## src/include/icache_defines.svh

```systemverilog
/* instruction cache configuration
   geometry of the address, the instruction and the line */

`ifndef ICACHE_DEFINES_SVH
`define ICACHE_DEFINES_SVH

// byte address width of the fetch port
`define ICACHE_ADDR_W 32

// one instruction, whatever the architecture
`define ICACHE_ILEN 32

// data payload of one cache line, four instructions
`define ICACHE_LINE_W 128

// number of lines, a power of two
`define ICACHE_DEPTH 64

`endif

```

## src/rtl/icache_pkg.sv

```systemverilog
/* instruction cache types
   address fields, payload vectors, FSM encodings and field extraction */

`include "icache_defines.svh"

package icache_pkg;

    ////////////////////
    // payload vectors
    ////////////////////

    typedef logic [`ICACHE_ADDR_W-1:0]   addr_t;
    typedef logic [`ICACHE_ILEN-1:0]     inst_t;
    typedef logic [`ICACHE_LINE_W-1:0]   line_t;
    typedef logic [`ICACHE_LINE_W/8-1:0] strb_t;

    ////////////////////
    // address fields
    ////////////////////

    // | tag | index | offset | byte |
    typedef logic [$clog2(`ICACHE_DEPTH)-1:0]               index_t;
    typedef logic [$clog2(`ICACHE_LINE_W/`ICACHE_ILEN)-1:0] offset_t;
    // two byte bits below the offset are never used
    typedef logic [`ICACHE_ADDR_W-$bits(index_t)-$bits(offset_t)-3:0] tag_t;

    typedef enum logic [2:0] {
        CTRL_IDLE,
        CTRL_LOOKUP,
        CTRL_RESPOND,
        CTRL_REFILL,
        CTRL_WRITE_LINE,
        CTRL_FLUSH
    } ctrl_state_t;

    typedef enum logic [1:0] {
        FILL_IDLE,
        FILL_ADDR,
        FILL_DATA,
        FILL_DONE
    } fill_state_t;

    // word select inside the line
    function automatic offset_t addr_offset(addr_t addr);
        return addr[2 +: $bits(offset_t)];
    endfunction

    function automatic index_t addr_index(addr_t addr);
        return addr[2 + $bits(offset_t) +: $bits(index_t)];
    endfunction

    // everything above the index
    function automatic tag_t addr_tag(addr_t addr);
        return addr[$bits(addr_t)-1 -: $bits(tag_t)];
    endfunction

endpackage

```

## src/rtl/icache_ctrl.sv

```systemverilog
/* instruction cache controller
   fetch handshake, lookup, refill sequencing and the flush sweep */

`timescale 1ns/1ns

`include "icache_defines.svh"

module icache_ctrl import icache_pkg::*; (
    input  logic   aclk,
    input  logic   aresetn,
    input  logic   req_valid,
    output logic   req_ready,
    input  addr_t  req_addr,
    output logic   rsp_valid,
    input  logic   rsp_ready,
    output inst_t  rsp_inst,
    input  logic   flush_req,
    output logic   flush_busy,
    output logic   lookup_en,
    output addr_t  lookup_addr,
    input  logic   hit,
    input  logic   miss,
    input  inst_t  inst,
    output logic   fill_start,
    output addr_t  fill_addr,
    input  logic   fill_done,
    input  line_t  fill_line,
    output logic   wr_en,
    output index_t wr_index,
    output tag_t   wr_tag,
    output logic   wr_valid,
    output line_t  wr_data
);

    ctrl_state_t state;
    ctrl_state_t state_n;
    addr_t       addr_q;
    line_t       line_q;
    index_t      flush_idx;
    logic        replay;
    logic        req_fire;

    assign req_fire = req_valid && req_ready;

    ////////////////////
    // FSM
    ////////////////////

    always_comb begin
        state_n = state;
        case (state)
            // a request wins over a flush pulse in the same cycle
            CTRL_IDLE: begin
                if (req_fire) begin
                    state_n = CTRL_LOOKUP;
                end else if (flush_req) begin
                    state_n = CTRL_FLUSH;
                end
            end
            CTRL_LOOKUP: begin
                if (hit) begin
                    state_n = CTRL_RESPOND;
                end else if (miss) begin
                    state_n = CTRL_REFILL;
                end
            end
            CTRL_RESPOND: begin
                if (rsp_ready) begin
                    state_n = CTRL_IDLE;
                end
            end
            CTRL_REFILL: begin
                if (fill_done) begin
                    state_n = CTRL_WRITE_LINE;
                end
            end
            // first cycle writes, second replays the lookup
            CTRL_WRITE_LINE: begin
                if (replay) begin
                    state_n = CTRL_LOOKUP;
                end
            end
            CTRL_FLUSH: begin
                if (flush_idx == index_t'(`ICACHE_DEPTH - 1)) begin
                    state_n = CTRL_IDLE;
                end
            end
            default: begin
                state_n = CTRL_IDLE;
            end
        endcase
    end

    always_ff @(posedge aclk or negedge aresetn) begin
        if (!aresetn) begin
            state     <= CTRL_IDLE;
            req_ready <= 1'b0;
            replay    <= 1'b0;
            flush_idx <= '0;
        end else begin
            state     <= state_n;
            // ready only while idle, so one request in flight
            req_ready <= (state_n == CTRL_IDLE);
            replay    <= (state == CTRL_WRITE_LINE) && !replay;
            flush_idx <= (state == CTRL_FLUSH) ? flush_idx + 1'b1 : '0;
        end
    end

    // request address, response word and refilled line
    always_ff @(posedge aclk) begin
        if (req_fire) begin
            addr_q <= req_addr;
        end
        if (state == CTRL_LOOKUP && hit) begin
            rsp_inst <= inst;
        end
        if (state == CTRL_REFILL && fill_done) begin
            line_q <= fill_line;
        end
    end

    ////////////////////
    // outputs
    ////////////////////

    assign rsp_valid  = (state == CTRL_RESPOND);
    assign flush_busy = (state == CTRL_FLUSH);

    // new request straight from the port, a replay from the latched one
    assign lookup_en   = req_fire || (state == CTRL_WRITE_LINE && replay);
    assign lookup_addr = (state == CTRL_IDLE) ? req_addr : addr_q;

    // line-aligned base for the fill engine
    assign fill_start = (state == CTRL_LOOKUP) && miss;
    assign fill_addr  = addr_q & ~addr_t'(`ICACHE_LINE_W / 8 - 1);

    // sweep walks every index with the valid bit low
    assign wr_en    = (state == CTRL_WRITE_LINE && !replay) || (state == CTRL_FLUSH);
    assign wr_index = (state == CTRL_FLUSH) ? flush_idx : addr_index(addr_q);
    assign wr_tag   = addr_tag(addr_q);
    assign wr_valid = (state != CTRL_FLUSH);
    assign wr_data  = line_q;

    a_rsp_hold: assert property (
        @(posedge aclk) disable iff (!aresetn)
        rsp_valid && !rsp_ready |=> rsp_valid && $stable(rsp_inst)
    );

endmodule

```

## config.mk

```make
export PLATFORM = sky130hd
export DESIGN_NAME = icache_ctrl
export DESIGN_NICKNAME = d
export VERILOG_FILES = /design/src/rtl/icache_pkg.sv /design/src/rtl/icache_ctrl.sv
export VERILOG_INCLUDE_DIRS = /design/src /design/src/include
export SDC_FILE = /design/constraint.sdc
export NUM_CORES = 1
export LEC_CHECK = 0
export BUFFER_PORTS_ARGS = -buffer_cell sky130_fd_sc_hd__buf_2
export CAP_MARGIN = 20
export CORE_AREA = 5 5 173 175
export DETAILED_ROUTE_END_ITERATION = 6
export DIE_AREA = 0 0 178 180
export HOLD_SLACK_MARGIN = 0.03
export MAX_ROUTING_LAYER = met4
export PLACE_DENSITY = 0.5
export SLEW_MARGIN = 0
export SYNTH_ARGS = -nofsm -noshare
export SYNTH_HDL_FRONTEND = slang
export SYNTH_SLANG_ARGS = --single-unit
```

## constraint.sdc

```tcl
create_clock -name aclk -period 7.8 [get_ports aclk]
set_input_delay 1.56 -clock aclk [delete_from_list [all_inputs] [get_ports aclk]]
set_output_delay 1.56 -clock aclk [all_outputs]
set_load 0.02 [all_outputs]
```

==> impl_metrics.tcl, run 1 <==
set metrics [dict create \
    status "complete, no violations" \
    clk_pin_slew_worst_paths_ns 0.05 \
    worst_setup_path_start_kind "flip-flop" \
    synthArstFlopShare_pct 5.42 \
    grtUsageTotal_pct 12.2 \
    worstPathArrival_ns 2.19 \
    ant_nets 0 \
    layout_common_cells "buf_2, edfxtp_1, mux2_2" \
    top_usage_layer "met2" \
    cts_buffer_depth 3 \
    p_leak_nw 4.33 \
    syn_area_mm2 0.00723 \
    worstSetupPathType "flip-flop to output port" \
    ys_warn_count 0 \
    start_util_pct 25.5 \
    drt-vias-per-instance 3.90 \
    powerDensity_mw_per_mm2 223 \
    synthFlopType "edfxtp_1" \
    mostFrequentLayoutCell "buf_2" \
    gr-usage-met1_pct 13.2 \
    vdd_drop_max_mv 0.113 \
    synthDistinctLibCells 32 \
    die_w_um 178 \
    post_drt_wl_per_cell_um 17.4 \
    nets 987 \
    root_buffer "clkbuf_16" \
    port_buffers 454 \
    cts_sinks 203 \
    min_period_ns 3.75 \
    cts_tree "built" \
    htreeDepth 1 \
    finish.utilization_pct 36.5 \
    place.gp.congestion 0.771 \
    clock_skew_ns 0.0186 \
    worstPathRequired_ns 6.24 \
    wl_um 20700 \
    synth_edf_count 192 \
    grt_first_pass_wirelength_um 29200 \
    yosysSeqAreaShare_pct 83.5 \
    max_slew_margin_pct 37.4 \
    ioPinCount 459 \
    die_h_um 180 \
    cts_setup_buffers 0 \
    period_share_pct 48.0 \
    rows 62 \
    hold_viol 0 \
    tightest_slew_ns 0.939 \
    ys_seq_elements 203 \
    fillCellCount 2778 \
    cts_buffers 24 \
    ctsResizeCount 0 \
    syn_avg_cell_area_um2 20.2 \
    synthCells 358 \
    core_mm2 0.0283 \
    drc 0 \
    crit_path_max_fanout 34 \
    dieArea_mm2 0.0320 \
    max_freq_mhz 267 \
    overflow 0 \
    hpwl_um 16000 \
    rsz0062_at_grt "no" \
    drtIter0Drc 155 \
    first_global_vias 4744 \
    drt_first_pass_iters 4 \
    slew_violations 0 \
    maxCapViolCount 0 \
    clkLatencyLatePin_ns 0.52 \
    dr_total_vias 4642 \
    area_growth_pct 43.1 \
    postCtsHoldBufs 0 \
    drive_gt1_share_pct 66.6 \
    setup_tns_ns 0 \
    use_met2_pct 21.4 \
    holdCritPathClass "flip-flop to flip-flop" \
    cp-end-kind "output port" \
    finalSetupViolCount 0 \
    grt_max_degree 74 \
    antenna_found_initial 3 \
    grt_use_met3_pct 3.42 \
]
-- area by class of cell --
class / instances / area, µm² / area share (%)
timing repair buffer: 459 / 2310 / 22.3
inverter: 4 / 15.0 / 0.145
multi-input combinational: 94 / 741 / 7.16
antenna: 3 / 7.51 / 0.0726
clock buffer: 28 / 616 / 5.95
tap: 384 / 480 / 4.64
sequential: 203 / 6040 / 58.4
clock inverter: 14 / 135 / 1.31
-- report_power, final --
part / leakage (nW) / switching [mW] / internal (mW)
combinational: 2.11 / 0.0194 / 0.0352
clock: 0.368 / 0.429 / 0.631
sequential: 1.85 / 0 / 1.19
total: 4.33 / 0.449 / 1.86
-- metrics by stage --
step / cells / instance area (µm²) / power (mW) / setup slack, ns / hold WS [ns]
after detailed placement: 1144 / 9590 / 1.27 / 4.03 / 0.495
after global placement: 1144 / 9590 / 1.27 / 4.06 / 0.495
after global routing: 1189 / 10300 / 2.41 / 3.92 / 0.521
after CTS: 1186 / 10300 / 2.36 / 4.00 / 0.503
after floorplan: 361 / 7240 / 1.22 / 0.230 / 0.454
final: 1189 / 10300 / 2.31 / 4.05 / 0.497
-- kinds of logic (layout without fill, tap and decap cells) --
family	after synthesis	after routing	share of synthesized area [%]
multiplexers	33	33	5.14
AO/OA/AOI/OAI	10	10	1.06
XOR/XNOR	3	3	0.363
other	1	7	0.0519
flip-flops	203	203	83.5
AND/OR/NAND/NOR	43	43	3.13
adder cells (fa/ha/maj)	1	1	0.173
buffers and inverters	64	505	6.54
-- worst max-delay path, stage by stage (launching register included) --
cell and delay [ns]:
dfrtp_1 0.50, nor3_4 0.19, buf_4 0.42, mux2_2 0.40, buf_2 0.16
-- flip-flops by register name, indices dropped and copies added, names as in the netlist --
register   flops
replay         1
addr_q        32
rsp_inst      32
req_ready      1
state          3
flush_idx      6
wr_data      128
-- path summary, 6_finish.rpt --
| path | from | endpoint | slack, ns | cells after the start |
|---|---|---|---|---|
| max reg2reg | state[0] | wr_data[91] | 4.93 | 3 |
| min in group asynchronous | aresetn | flush_idx[0] | 0.92 | 1 |
| min reg2reg | flush_idx[0] | flush_idx[0] | 0.50 | 1 |
| max in group asynchronous | aresetn | state[2] | 6.64 | 1 |
| min | flush_idx[0] | flush_idx[0] | 0.50 | 1 |
| max | state[0] | lookup_addr[22] | 4.05 | 4 |
-- Yosys cell counts (2+ instances only) --
cell type	count	share of area, %
edfxtp_1	192	80
buf_4	56	5.8
mux2_2	33	5.1
nand2_1	23	1.2
dfrtp_1	11	3.8
nor2_1	5	0.26
buf_6	3	0.47
inv_1	3	0.16
nand3_1	3	0.21
nor3b_1	3	0.31
a21oi_1	2	0.14
o21ai_0	2	0.14
or3_1	2	0.17
xor2_1	2	0.24
-- per-layer routing --
layer | part of all wire [%] | vias up
met4 | 2.5 | 0
met2 | 51 | 243
met5 | 0 | -
li1 | - | 2149
met1 | 36 | 2216
met3 | 10 | 34
(Power assumes the default switching activity.)
==> run 2, diff against run 1 <==
==> constraint.sdc (replaced) <==
create_clock -name aclk -period 3.8 [get_ports aclk]
set_input_delay 0.76 -clock aclk [delete_from_list [all_inputs] [get_ports aclk]]
set_output_delay 0.76 -clock aclk [all_outputs]
set_load 0.02 [all_outputs]
==> run 2 against run 1 <==
Clock-buffer cell count is 1 higher. Clock skew is 0.0087 ns lower. Power is 110% higher. Critical endpoint is now lookup_addr[31].
==> impl_metrics.tcl, run 2 (synthesis gave the netlist of run 1 again) <==
set metrics [dict create \
    core_mm2 0.0283 \
    worstSetupPathType "flip-flop to output port" \
    startpoint "state[0]" \
    seq_area_mm2 0.00604 \
    powerDensity_mw_per_mm2 459 \
    start_util_pct 25.5 \
    min_period_ns 2.92 \
    die_h_um 180 \
    drc 0 \
    hpwl_um 16400 \
    layout_common_cells "buf_2, edfxtp_1, mux2_2" \
    finalSetupViolCount 0 \
    total_power_mw 4.77 \
    nets 988 \
    fillCellCount 2793 \
    cts_buffers 24 \
    finish.utilization_pct 36.7 \
    rows 62 \
    pre_cts_ws_ns 1.39 \
    ant_nets 0 \
    holdCritPathClass "primary input to async pin" \
    worst_slack_ns 0.876 \
    place.gp.congestion 0.769 \
    port_buffers 454 \
    vdd_drop_max_mv 0.311 \
    clk_pin_slew_worst_paths_ns 0.06 \
    overflow 0 \
    multi_input_area_um2 741 \
    postCtsHoldBufs 0 \
    clkLatencyLatePin_ns 0.51 \
    reg2reg_from "state[0]" \
    p_leak_nw 4.34 \
    drtIter0Drc 140 \
    dr_total_vias 4652 \
    antenna_found_initial 2 \
    worstPathRequired_ns 3.04 \
    slew_violations 0 \
    grtUsageTotal_pct 12.6 \
    crit_path_max_fanout 34 \
    status "complete, no violations" \
    cts_tree "built" \
    wl_um 20900 \
    mostFrequentLayoutCell "buf_2" \
    worstPathArrival_ns 2.16 \
    die_w_um 178 \
    dieArea_mm2 0.0320 \
    cts_setup_buffers 0 \
    drt_first_pass_iters 4 \
    area_growth_pct 43.6 \
    period_share_pct 76.9 \
    drive_gt1_share_pct 66.7 \
    setup_tns_ns 0 \
    cp-end-kind "output port" \
    maxCapViolCount 0 \
    hold_viol 0 \
    worst_setup_path_start_kind "flip-flop" \
    cts_buffer_depth 3 \
    grt_first_pass_wirelength_um 30300 \
    post_drt_wl_per_cell_um 17.6 \
    drt-vias-per-instance 3.92 \
    ioPinCount 459 \
    root_buffer "clkbuf_16" \
    max_freq_mhz 342 \
    htreeDepth 1 \
    grt_max_degree 70 \
    ctsResizeCount 0 \
    rsz0062_at_grt "no" \
    cts_sinks 203 \
    first_global_vias 4872 \
    clock_skew_ns 0.00990 \
    largest_reg_flops 128 \
]
[run 2: cell count changes in the layout (fill, tap and decap cells not counted)]
cell	delta
clkinv_1	-1
clkinv_2	-1
clkbuf_16	+1
clkinvlp_4	+1
clkinv_8	-1
buf_12	+2
buf_4	-1
diode_2	-2
[run 2: power by group]
| part | leakage (nW) | internal [mW] | total [mW] | switching, mW |
|---|---|---|---|---|
| combinational | 2.12 | 0.0723 | 0.113 | 0.0406 |
| clock | 0.368 | 1.33 | 2.21 | 0.875 |
| sequential | 1.85 | 2.45 | 2.45 | 0 |
[run 2: worst paths after layout]
check,endpoint,cells after the start,slack [ns]
max in group asynchronous,state[1],1,3.43
setup reg to reg,wr_data[99],3,1.84
hold / removal,flush_idx[0],1,0.14
hold reg to reg,flush_idx[0],1,0.50
min in group aclk,wr_data[116],1,0.43
setup / recovery,lookup_addr[31],4,0.88
[run 2: critical path: stages, from the launching register on]
cell	delay [ns]
dfrtp_1	0.49
nor3_4	0.19
buf_4	0.40
mux2_2	0.39
buf_2	0.16
[run 2: per-layer routing]
metal | share of wire (%) | wire length (µm) | global-route usage [%] | vias up
li1 | - | - | - | 2152
met1 | 36 | 7490 | 13.8 | 2221
met2 | 52 | 10900 | 22.2 | 238
met3 | 9.0 | 1880 | 3.15 | 41
met4 | 3.2 | 677 | 4.27 | 0
met5 | 0 | 0 | - | -
[run 2: final cells by class]
type,instances,share of cell area (%)
Antenna cell,1,0.0241
Clock buffer,29,6.17
Clock inverter,12,1.13
Inverter,4,0.145
Multi-Input combinational cell,94,7.14
Sequential cell,203,58.2
Tap cell,384,4.63
Timing Repair Buffer,460,22.6
[run 2: metrics by stage]
step	area (µm²)	cells	hold WS, ns
finish	10400	1187	0.135
global route	10400	1187	0.132
CTS	10400	1186	0.114
detailed placement	9620	1145	0.509
global placement	9620	1145	0.502
floorplan	7250	361	0.454
