`src/include/icache_defines.svh`:
```
/* instruction cache configuration
   geometry of the address, the instruction and the line */

`ifndef ICACHE_DEFINES_SVH
`define ICACHE_DEFINES_SVH

// byte address width of the fetch port
`define ICACHE_ADDR_W 32

// one instruction, whatever the architecture
`define ICACHE_ILEN 32

// data payload of one cache line, four instructions
`define ICACHE_LINE_W 128

// number of lines, a power of two
`define ICACHE_DEPTH 64

`endif

```
`src/rtl/icache_pkg.sv`:
```
/* instruction cache types
   address fields, payload vectors, FSM encodings and field extraction */

`include "icache_defines.svh"

package icache_pkg;

    ////////////////////
    // payload vectors
    ////////////////////

    typedef logic [`ICACHE_ADDR_W-1:0]   addr_t;
    typedef logic [`ICACHE_ILEN-1:0]     inst_t;
    typedef logic [`ICACHE_LINE_W-1:0]   line_t;
    typedef logic [`ICACHE_LINE_W/8-1:0] strb_t;

    ////////////////////
    // address fields
    ////////////////////

    // | tag | index | offset | byte |
    typedef logic [$clog2(`ICACHE_DEPTH)-1:0]               index_t;
    typedef logic [$clog2(`ICACHE_LINE_W/`ICACHE_ILEN)-1:0] offset_t;
    // two byte bits below the offset are never used
    typedef logic [`ICACHE_ADDR_W-$bits(index_t)-$bits(offset_t)-3:0] tag_t;

    typedef enum logic [2:0] {
        CTRL_IDLE,
        CTRL_LOOKUP,
        CTRL_RESPOND,
        CTRL_REFILL,
        CTRL_WRITE_LINE,
        CTRL_FLUSH
    } ctrl_state_t;

    typedef enum logic [1:0] {
        FILL_IDLE,
        FILL_ADDR,
        FILL_DATA,
        FILL_DONE
    } fill_state_t;

    // word select inside the line
    function automatic offset_t addr_offset(addr_t addr);
        return addr[2 +: $bits(offset_t)];
    endfunction

    function automatic index_t addr_index(addr_t addr);
        return addr[2 + $bits(offset_t) +: $bits(index_t)];
    endfunction

    // everything above the index
    function automatic tag_t addr_tag(addr_t addr);
        return addr[$bits(addr_t)-1 -: $bits(tag_t)];
    endfunction

endpackage

```
`src/rtl/axil_pkg.sv`:
```
/* AXI4-Lite channel types and the few encodings the cache drives or checks */

package axil_pkg;

    ////////////////////
    // channel payloads
    ////////////////////

    typedef logic [31:0] axil_addr_t;
    typedef logic [31:0] axil_data_t;
    typedef logic [1:0]  axil_resp_t;
    typedef logic [2:0]  axil_prot_t;

    // RRESP/BRESP code for a normal access
    localparam axil_resp_t AXIL_RESP_OKAY = 2'b00;

    // unprivileged, secure, instruction fetch
    localparam axil_prot_t AXIL_PROT_INSN = 3'b100;

endpackage

```
`src/rtl/icache_fill.sv`:
```
/* AXI4-Lite read master for line refills
   four single reads, one outstanding, assembled into one line */

`timescale 1ns/1ns

module icache_fill import icache_pkg::*; import axil_pkg::*; (
    input  logic       aclk,
    input  logic       aresetn,
    input  logic       fill_start,
    input  addr_t      fill_addr,
    output logic       fill_done,
    output line_t      fill_line,
    output axil_addr_t m_araddr,
    output axil_prot_t m_arprot,
    output logic       m_arvalid,
    input  logic       m_arready,
    input  axil_data_t m_rdata,
    input  axil_resp_t m_rresp,
    input  logic       m_rvalid,
    output logic       m_rready
);

    fill_state_t state;
    offset_t     beat;
    addr_t       base_q;

    ////////////////////
    // read sequencer
    ////////////////////

    always_ff @(posedge aclk or negedge aresetn) begin
        if (!aresetn) begin
            state <= FILL_IDLE;
            beat  <= '0;
        end else begin
            case (state)
                FILL_IDLE: begin
                    if (fill_start) begin
                        beat  <= '0;
                        state <= FILL_ADDR;
                    end
                end
                // address held until the slave takes it
                FILL_ADDR: begin
                    if (m_arready) begin
                        state <= FILL_DATA;
                    end
                end
                FILL_DATA: begin
                    if (m_rvalid) begin
                        beat  <= beat + 1'b1;
                        state <= (beat == '1) ? FILL_DONE : FILL_ADDR;
                    end
                end
                FILL_DONE: begin
                    state <= FILL_IDLE;
                end
                default: begin
                    state <= FILL_IDLE;
                end
            endcase
        end
    end

    // line base and assembled payload
    always_ff @(posedge aclk) begin
        if (state == FILL_IDLE && fill_start) begin
            base_q <= fill_addr;
        end
        // beat counter picks the word slot
        if (state == FILL_DATA && m_rvalid) begin
            fill_line[beat * $bits(axil_data_t) +: $bits(axil_data_t)] <= m_rdata;
        end
    end

    ////////////////////
    // bus outputs
    ////////////////////

    // word offsets 0, 4, 8 and 12 of the line
    assign m_araddr  = axil_addr_t'(base_q) + {beat, 2'b00};
    assign m_arprot  = AXIL_PROT_INSN;
    assign m_arvalid = (state == FILL_ADDR);
    assign m_rready  = (state == FILL_DATA);
    // held high for exactly one cycle
    assign fill_done = (state == FILL_DONE);

    a_araddr_stable: assert property (
        @(posedge aclk) disable iff (!aresetn)
        m_arvalid && !m_arready |=> m_arvalid && $stable(m_araddr)
    );

    // slave errors are not handled, a fill expects only OKAY beats
    a_rresp_okay: assert property (
        @(posedge aclk) disable iff (!aresetn)
        m_rvalid && m_rready |-> m_rresp == AXIL_RESP_OKAY
    );

endmodule

```
`config.mk`:
```
export PLATFORM = sky130hd
export DESIGN_NAME = icache_fill
export DESIGN_NICKNAME = d
export VERILOG_FILES = /design/src/rtl/icache_pkg.sv /design/src/rtl/axil_pkg.sv /design/src/rtl/icache_fill.sv
export VERILOG_INCLUDE_DIRS = /design/src /design/src/include
export SDC_FILE = /design/constraint.sdc
export NUM_CORES = 1
export LEC_CHECK = 0
export BUFFER_PORTS_ARGS = -buffer_cell sky130_fd_sc_hd__buf_2
export CAP_MARGIN = 40
export CORE_MARGIN = 2
export CORE_UTILIZATION = 38
export DETAILED_ROUTE_END_ITERATION = 8
export GPL_TIMING_DRIVEN = 0
export MAX_ROUTING_LAYER = met4
export PLACE_DENSITY_LB_ADDON = 0.15
export SLEW_MARGIN = 20
export SYNTH_ARGS = -nofsm -noshare
export SYNTH_HDL_FRONTEND = slang
export SYNTH_SLANG_ARGS = --single-unit
```
`constraint.sdc`:
```
create_clock -name aclk -period 4.4 [get_ports aclk]
set_clock_uncertainty 0.15 [all_clocks]
set_input_delay 0.44 -clock aclk [delete_from_list [all_inputs] [get_ports aclk]]
set_output_delay 0.44 -clock aclk [all_outputs]
set_load 0.01 [all_outputs]
```
==> results.json, run 1 <==
{
  "worstPathRequired_ns": 3.81,
  "cap_violations": 0,
  "setup-violations-final": 0,
  "yosys_warnings": 0,
  "antenna_found_initial": 1,
  "ys_ff_latch": 164,
  "hold_violations": 0,
  "syn_to_final_growth_pct": 33.0,
  "ys_seq_area_frac": 0.732,
  "rows": 48,
  "cts_made_buffers": 17,
  "synth_top_area_share": 0.717,
  "grt_pass1_vias": 4522,
  "post-dp-hpwl_um": 12500,
  "max_freq_mhz": 309,
  "wirelength_um": 17100,
  "p_seq_frac": 0.442,
  "postSynthAreaPerCell_um2": 15.3,
  "fin_crit_sh": 0.735,
  "start_util": 0.387,
  "io_pins": 237,
  "worstMarginPinSlew_ns": 0.672,
  "synth_edf_count": 160,
  "yosys.area.top_type": "edfxtp_1",
  "rsz0062_at_grt": "no",
  "overflow": 0,
  "core_mm2": 0.0173,
  "p_clk_frac": 0.338,
  "drv_slew": 0,
  "io_buffers": 231,
  "clock-sinks": 164,
  "combPwrFrac": 0.219,
  "first_pass_iters": 4,
  "setup.worst_path.end_class": "output port",
  "cp_max_fo": 9,
  "grt_usage": 0.191,
  "die_area_mm2": 0.0187,
  "worstRegToRegCells": 6,
  "min_path_type": "input port to flop",
  "synth_commonest_cells": "160 x edfxtp_1, 101 x and2_1, 36 x and3_1, 22 x xnor2_1, 17 x clkbuf_1",
  "drt_iter0_drc": 203,
  "postLayoutCoreUtil": 0.515,
  "final_cell_area_mm2": 0.00891,
  "async_reset_ff_frac": 0.0244,
  "ys_types": 31,
  "start_kind": "flop",
  "netlist_top_cells_area": "edfxtp_1 72%, and2_1 9.4%, and3_1 3.4%",
  "clockRootBuffer": "clkbuf_16",
  "worstSetupPathType": "flop to output port",
  "holdPathStages": 1,
  "ant_nets": 0,
  "drc": 0,
  "cell_internal_pwr_mw": 3.27,
  "clockBufferDepth": 2,
  "status": "complete, no violations",
  "p_leak_nw": 3.81,
  "die_h_um": 137,
  "grt_max_degree": 22,
  "routabilityCongestion": 0.844,
  "h-tree-depth": 4,
  "swShare": 0.287,
  "synth.most_common_cell": "edfxtp_1",
  "syn_area_mm2": 0.00670,
  "cts_tree": "yes",
  "nets": 778,
  "relSlewSlack": 0.552,
  "syn_inst": 439,
  "wire_per_inst_um": 18.3,
  "drive_gt1_frac": 0.403,
  "vias": 4389,
  "p_sw_mw": 1.32,
  "crit_arrival_ns": 2.64,
  "clock_latency_ns": 0.42,
  "dpl_cell_area_mm2": 0.00829,
  "reg2reg_slack_ns": 1.74,
  "ir_drop_v": 0.000281,
  "vias_per_cell": 4.69,
  "synth_top_flop_cell": "edfxtp_1",
  "powerDensity_mw_per_mm2": 514,
  "nFillCells": 1547,
  "grt_pass1_wl_um": 25300,
  "post-route-min-period_ns": 3.23,
  "die_x_um": 137,
  "total_power_mw": 4.58,
  "path_clk_slew_ns": 0.06
}
## final cells by class
cell class | instances | area (um^2) | area share
tap | 225 | 282 | 0.0316
sequential | 164 | 4900 | 0.550
clock buffer | 18 | 429 | 0.0481
multi-input combinational | 246 | 1670 | 0.188
clock inverter | 12 | 181 | 0.0204
buffer | 25 | 116 | 0.0131
timing repair buffer | 239 | 1300 | 0.146
antenna | 2 | 5.00 | 0.000561
inverter | 5 | 18.8 | 0.00211
## routing by layer
layer / wire (um) / global-route usage / share of wire
met1: 7400 / 0.242 / 0.43
met2: 8430 / 0.304 / 0.49
met3: 965 / 0.0467 / 0.056
met4: 350 / 0.0647 / 0.020
met5: 0 / - / 0
## final timing paths
| path | endpoint | startpoint |
|---|---|---|
| worst max-delay path | m_araddr[28] | beat[0]$_DFFE_PN0P_ |
| worst min-delay path | base_q[5]$_DFFE_PP_ | fill_addr[5] |
| worst max register to register | fill_line[65]$_DFFE_PP_ | beat[0]$_DFFE_PN0P_ |
| worst min register to register | beat[0]$_DFFE_PN0P_ | beat[0]$_DFFE_PN0P_ |
| max in group asynchronous | beat[1]$_DFFE_PN0P_ | aresetn |
| min in group asynchronous | state[1]$_DFFE_PN0P_ | aresetn |
## critical path, stage by stage, from the launching register on
cell and delay (ns):
dfrtp_1 0.49, ha_1 0.24, fa_1 0.22, nand3_1 0.24
nor2_1 0.49, nand4b_1 0.19, xnor2_1 0.19, buf_2 0.16
## through the flow
step	setup TNS [ns]	setup slack (ns)	cells	hold WS, ns
6_report	0	1.17	936	0.0435
5_1_grt	0	0.920	935	0.0246
4_1_cts	0	1.13	934	0.0263
3_5_place_dp	0	1.57	903	0.108
3_3_place_gp	-4.64	-0.148	896	0.0983
2_1_floorplan	0	0.843	440	-0.00559
## cell families (layout without fill, tap and decap cells)
family,count (synthesis),in the layout,synth area share
AOI/OAI and AO/OA,8,8,0.00597
xor gates and xnor gates,28,28,0.0366
adders and majority gates,9,9,0.0179
buffers and inverters,30,299,0.0202
DFF,164,164,0.732
muxes,1,1,0.00149
other,2,5,0.00112
and+or+nand+nor,197,197,0.185
## repair_timing
| item | CTS | global route |
|---|---|---|
| gates resized for setup | 0 | 0 |
| hold buffers | 1 | 0 |
| hold endpoints to repair | 4 | 0 |
| setup buffers | 0 | 0 |
## layout by cell type, fill, tap and decap left out, types with 6 or more instances in the layout
| cell type | n |
|---|---|
| xnor2_1 | 22 |
| nand4_1 | 11 |
| and3_1 | 36 |
| buf_2 | 234 |
| o21ai_0 | 7 |
| clkbuf_1 | 18 |
| ha_1 | 8 |
| nor2_1 | 8 |
| edfxtp_1 | 160 |
| nand3_1 | 9 |
| nand2_1 | 10 |
| buf_4 | 7 |
| clkbuf_16 | 17 |
| xor2_1 | 6 |
| and2_1 | 97 |
## registers in the layout, indices dropped and copies added, names as in the netlist
signal / flops
base_q: 32
beat: 2
fill_line: 128
state: 2
## power groups by stage
stage / sequential, mW / clock, mW / combinational [mW]
5_1_grt: 2.04 / 1.63 / 1.12
2_1_floorplan: 2.08 / 0 / 0.543
4_1_cts: 2.03 / 1.57 / 1.02
6_report: 2.03 / 1.55 / 1.01
3_3_place_gp: 2.07 / 0 / 0.957
3_5_place_dp: 2.06 / 0 / 1.02
No activity file was read; power rests on OpenSTA's default activity.
==> run 2: changes to the inputs <==
==> constraint.sdc (replaced) <==
create_clock -name aclk -period 2.6 [get_ports aclk]
set_clock_uncertainty 0.15 [all_clocks]
set_input_delay 0.26 -clock aclk [delete_from_list [all_inputs] [get_ports aclk]]
set_output_delay 0.26 -clock aclk [all_outputs]
set_load 0.01 [all_outputs]
==> run 2 against run 1 <==
Against the previous run:
- register-to-register slack worse by 1.5 ns
- cell count up 7.9%
- via count up 6.5%
- design area increased by 7.8%
- critical path depth stayed put
- flip-flop and latch count is the same
- utilization is 4.0 points higher
- worst hold slack got worse by 0.028 ns
==> results.json, run 2 (same netlist as run 1, synthesis figures left out) <==
{
  "status": "complete, no violations",
  "powerDensity_mw_per_mm2": 794,
  "cts_tree": "yes",
  "largest_register": "fill_line",
  "cp_max_fo": 5,
  "drv_slew": 0,
  "swShare": 0.306,
  "syn_to_final_growth_pct": 43.4,
  "clock-sinks": 164,
  "die_x_um": 137,
  "grt_usage": 0.201,
  "nFillCells": 1474,
  "mostFrequentLayoutCells": "233 x buf_2, 160 x edfxtp_1, 97 x and2_1, 64 x dlygate4sd3_1, 36 x and3_1",
  "vias_per_cell": 4.63,
  "crit_end": "m_araddr[18]",
  "antenna_found_initial": 0,
  "wirelength_um": 18100,
  "p_sw_mw": 2.34,
  "multi_input_area_mm2": 0.00173,
  "worstPathRequired_ns": 2.19,
  "cts_made_buffers": 17,
  "die_h_um": 137,
  "drive_gt1_frac": 0.398,
  "worstMarginPinSlew_ns": 0.532,
  "cap_violations": 0,
  "hold_violations": 0,
  "fin_crit_sh": 0.997,
  "setup.worst_path.end_class": "output port",
  "post-dp-hpwl_um": 12500,
  "crit_arrival_ns": 2.18,
  "core_mm2": 0.0173,
  "grt_pass1_wl_um": 26200,
  "p_leak_nw": 4.11,
  "cp-startpoint": "beat[0]$_DFFE_PN0P_",
  "setup-violations-final": 0,
  "worstSetupPathType": "flop to output port",
  "wire_per_inst_um": 17.9,
  "drc": 0,
  "start_util": 0.387,
  "crit_chain": "ha_4 > fa_2 > nand3_4 > nor4_4 > nand3_1 > xnor2_1 > buf_2",
  "postLayoutCoreUtil": 0.556,
  "clockRootBuffer": "clkbuf_16",
  "r2r-end": "fill_line[18]$_DFFE_PP_",
  "reg_top3": "fill_line: 128 flops, base_q: 32 flops",
  "p_seq_frac": 0.448,
  "worstRegToRegCells": 4,
  "die_area_mm2": 0.0187,
  "combPwrFrac": 0.250,
  "final_common_cell": "buf_2",
  "routabilityCongestion": 0.823,
  "p_clk_frac": 0.302,
  "max_freq_mhz": 386,
  "vias": 4673,
  "path_clk_slew_ns": 0.06,
  "tns_ns": 0,
  "rows": 48,
  "first_pass_iters": 4,
  "grt_pass1_vias": 4647,
  "slowest_stage": "dfrtp_2",
  "min_path_type": "input port to asynchronous set/reset pin",
  "grt_max_degree": 25,
  "dp_slack_ns": -0.185,
  "worstReg2RegStart": "state[1]$_DFFE_PN0P_",
  "largest_reg_flops": 128,
  "reg2reg_slack_ns": 0.23,
  "h-tree-depth": 4,
  "seq_area_mm2": 0.00491,
  "clockBufferDepth": 2,
  "io_pins": 237,
  "ir_drop_v": 0.000454,
  "cell_internal_pwr_mw": 5.30,
  "post-route-min-period_ns": 2.59,
  "start_kind": "flop",
  "io_buffers": 231,
  "nets": 851,
  "ant_nets": 0,
  "hold_ws_ns": 0.0156,
  "clock_latency_ns": 0.43,
  "critPathMaxStageDelay_ns": 0.42,
  "setup_slack_ns": 0.00676,
  "drt_iter0_drc": 248,
  "rsz0062_at_grt": "yes",
  "overflow": 0,
  "relSlewSlack": 0.645
}
run 2: routing by layer:
layer / GRT usage / vias to the layer above / routed length (um)
met1: 0.254 / 2247 / 7550
met2: 0.312 / 160 / 9000
met3: 0.0548 / 25 / 1160
li1: - / 2241 / -
met4: 0.0750 / 0 / 348
met5: - / - / 0
run 2: power groups by stage:
stage          sequential [mW]  combinational, mW  clock [mW]
3_3_place_gp              3.48               1.64           0
6_report                  3.42               1.90        2.31
3_5_place_dp              3.48               1.75           0
5_1_grt                   3.45               2.10        2.46
4_1_cts                   3.42               1.91        2.35
2_1_floorplan             3.51              0.924           0
run 2: stage by stage:
stage	area (um^2)	std cells	total power, mW
3_5_place_dp	8280	902	5.23
4_1_cts	9560	1006	7.68
6_report	9610	1010	7.63
2_1_floorplan	6710	440	4.44
5_1_grt	9610	1009	8.00
3_3_place_gp	8150	896	5.12
run 2: area by class of cell:
class,count,share of cell area
flip-flops and latches,164,0.511
repair buffers,312,0.208
multi-input cells,246,0.180
clock buffers,18,0.0447
well taps,225,0.0293
plain buffers,25,0.0142
clock inverters,14,0.0109
inverters,5,0.00195
diodes,1,0.000260
run 2: critical path, delay by kind of cell (launching register included):
family / cells / cell delay [ns]
XOR/XNOR: 1 / 0.19
adder cells (fa/ha/maj): 2 / 0.40
buffers and inverters: 1 / 0.15
flip-flops: 1 / 0.42
AND/OR/NAND/NOR: 3 / 0.59
run 2: worst min-delay path by stage:
stage | startpoint | endpoint | slack [ns] | cells past startpoint
2_1_floorplan | aresetn | beat[0]$_DFFE_PN0P_ | -0.19 | 0
3_3_place_gp | aresetn | state[0]$_DFFE_PN0P_ | -0.08 | 1
3_5_place_dp | aresetn | state[1]$_DFFE_PN0P_ | -0.08 | 1
4_1_cts | aresetn | state[1]$_DFFE_PN0P_ | 0.0005 | 2
5_1_grt | aresetn | state[1]$_DFFE_PN0P_ | 0.009 | 2
6_report | aresetn | state[1]$_DFFE_PN0P_ | 0.02 | 2
run 2: timing repair:
item | CTS | global route
pin swaps | 3 | 7
hold buffers | 64 | 0
buffers inserted | 8 | 3
setup endpoints to repair | 105 | 84
resized for setup | 13 | 17
hold endpoints to repair | 119 | 0
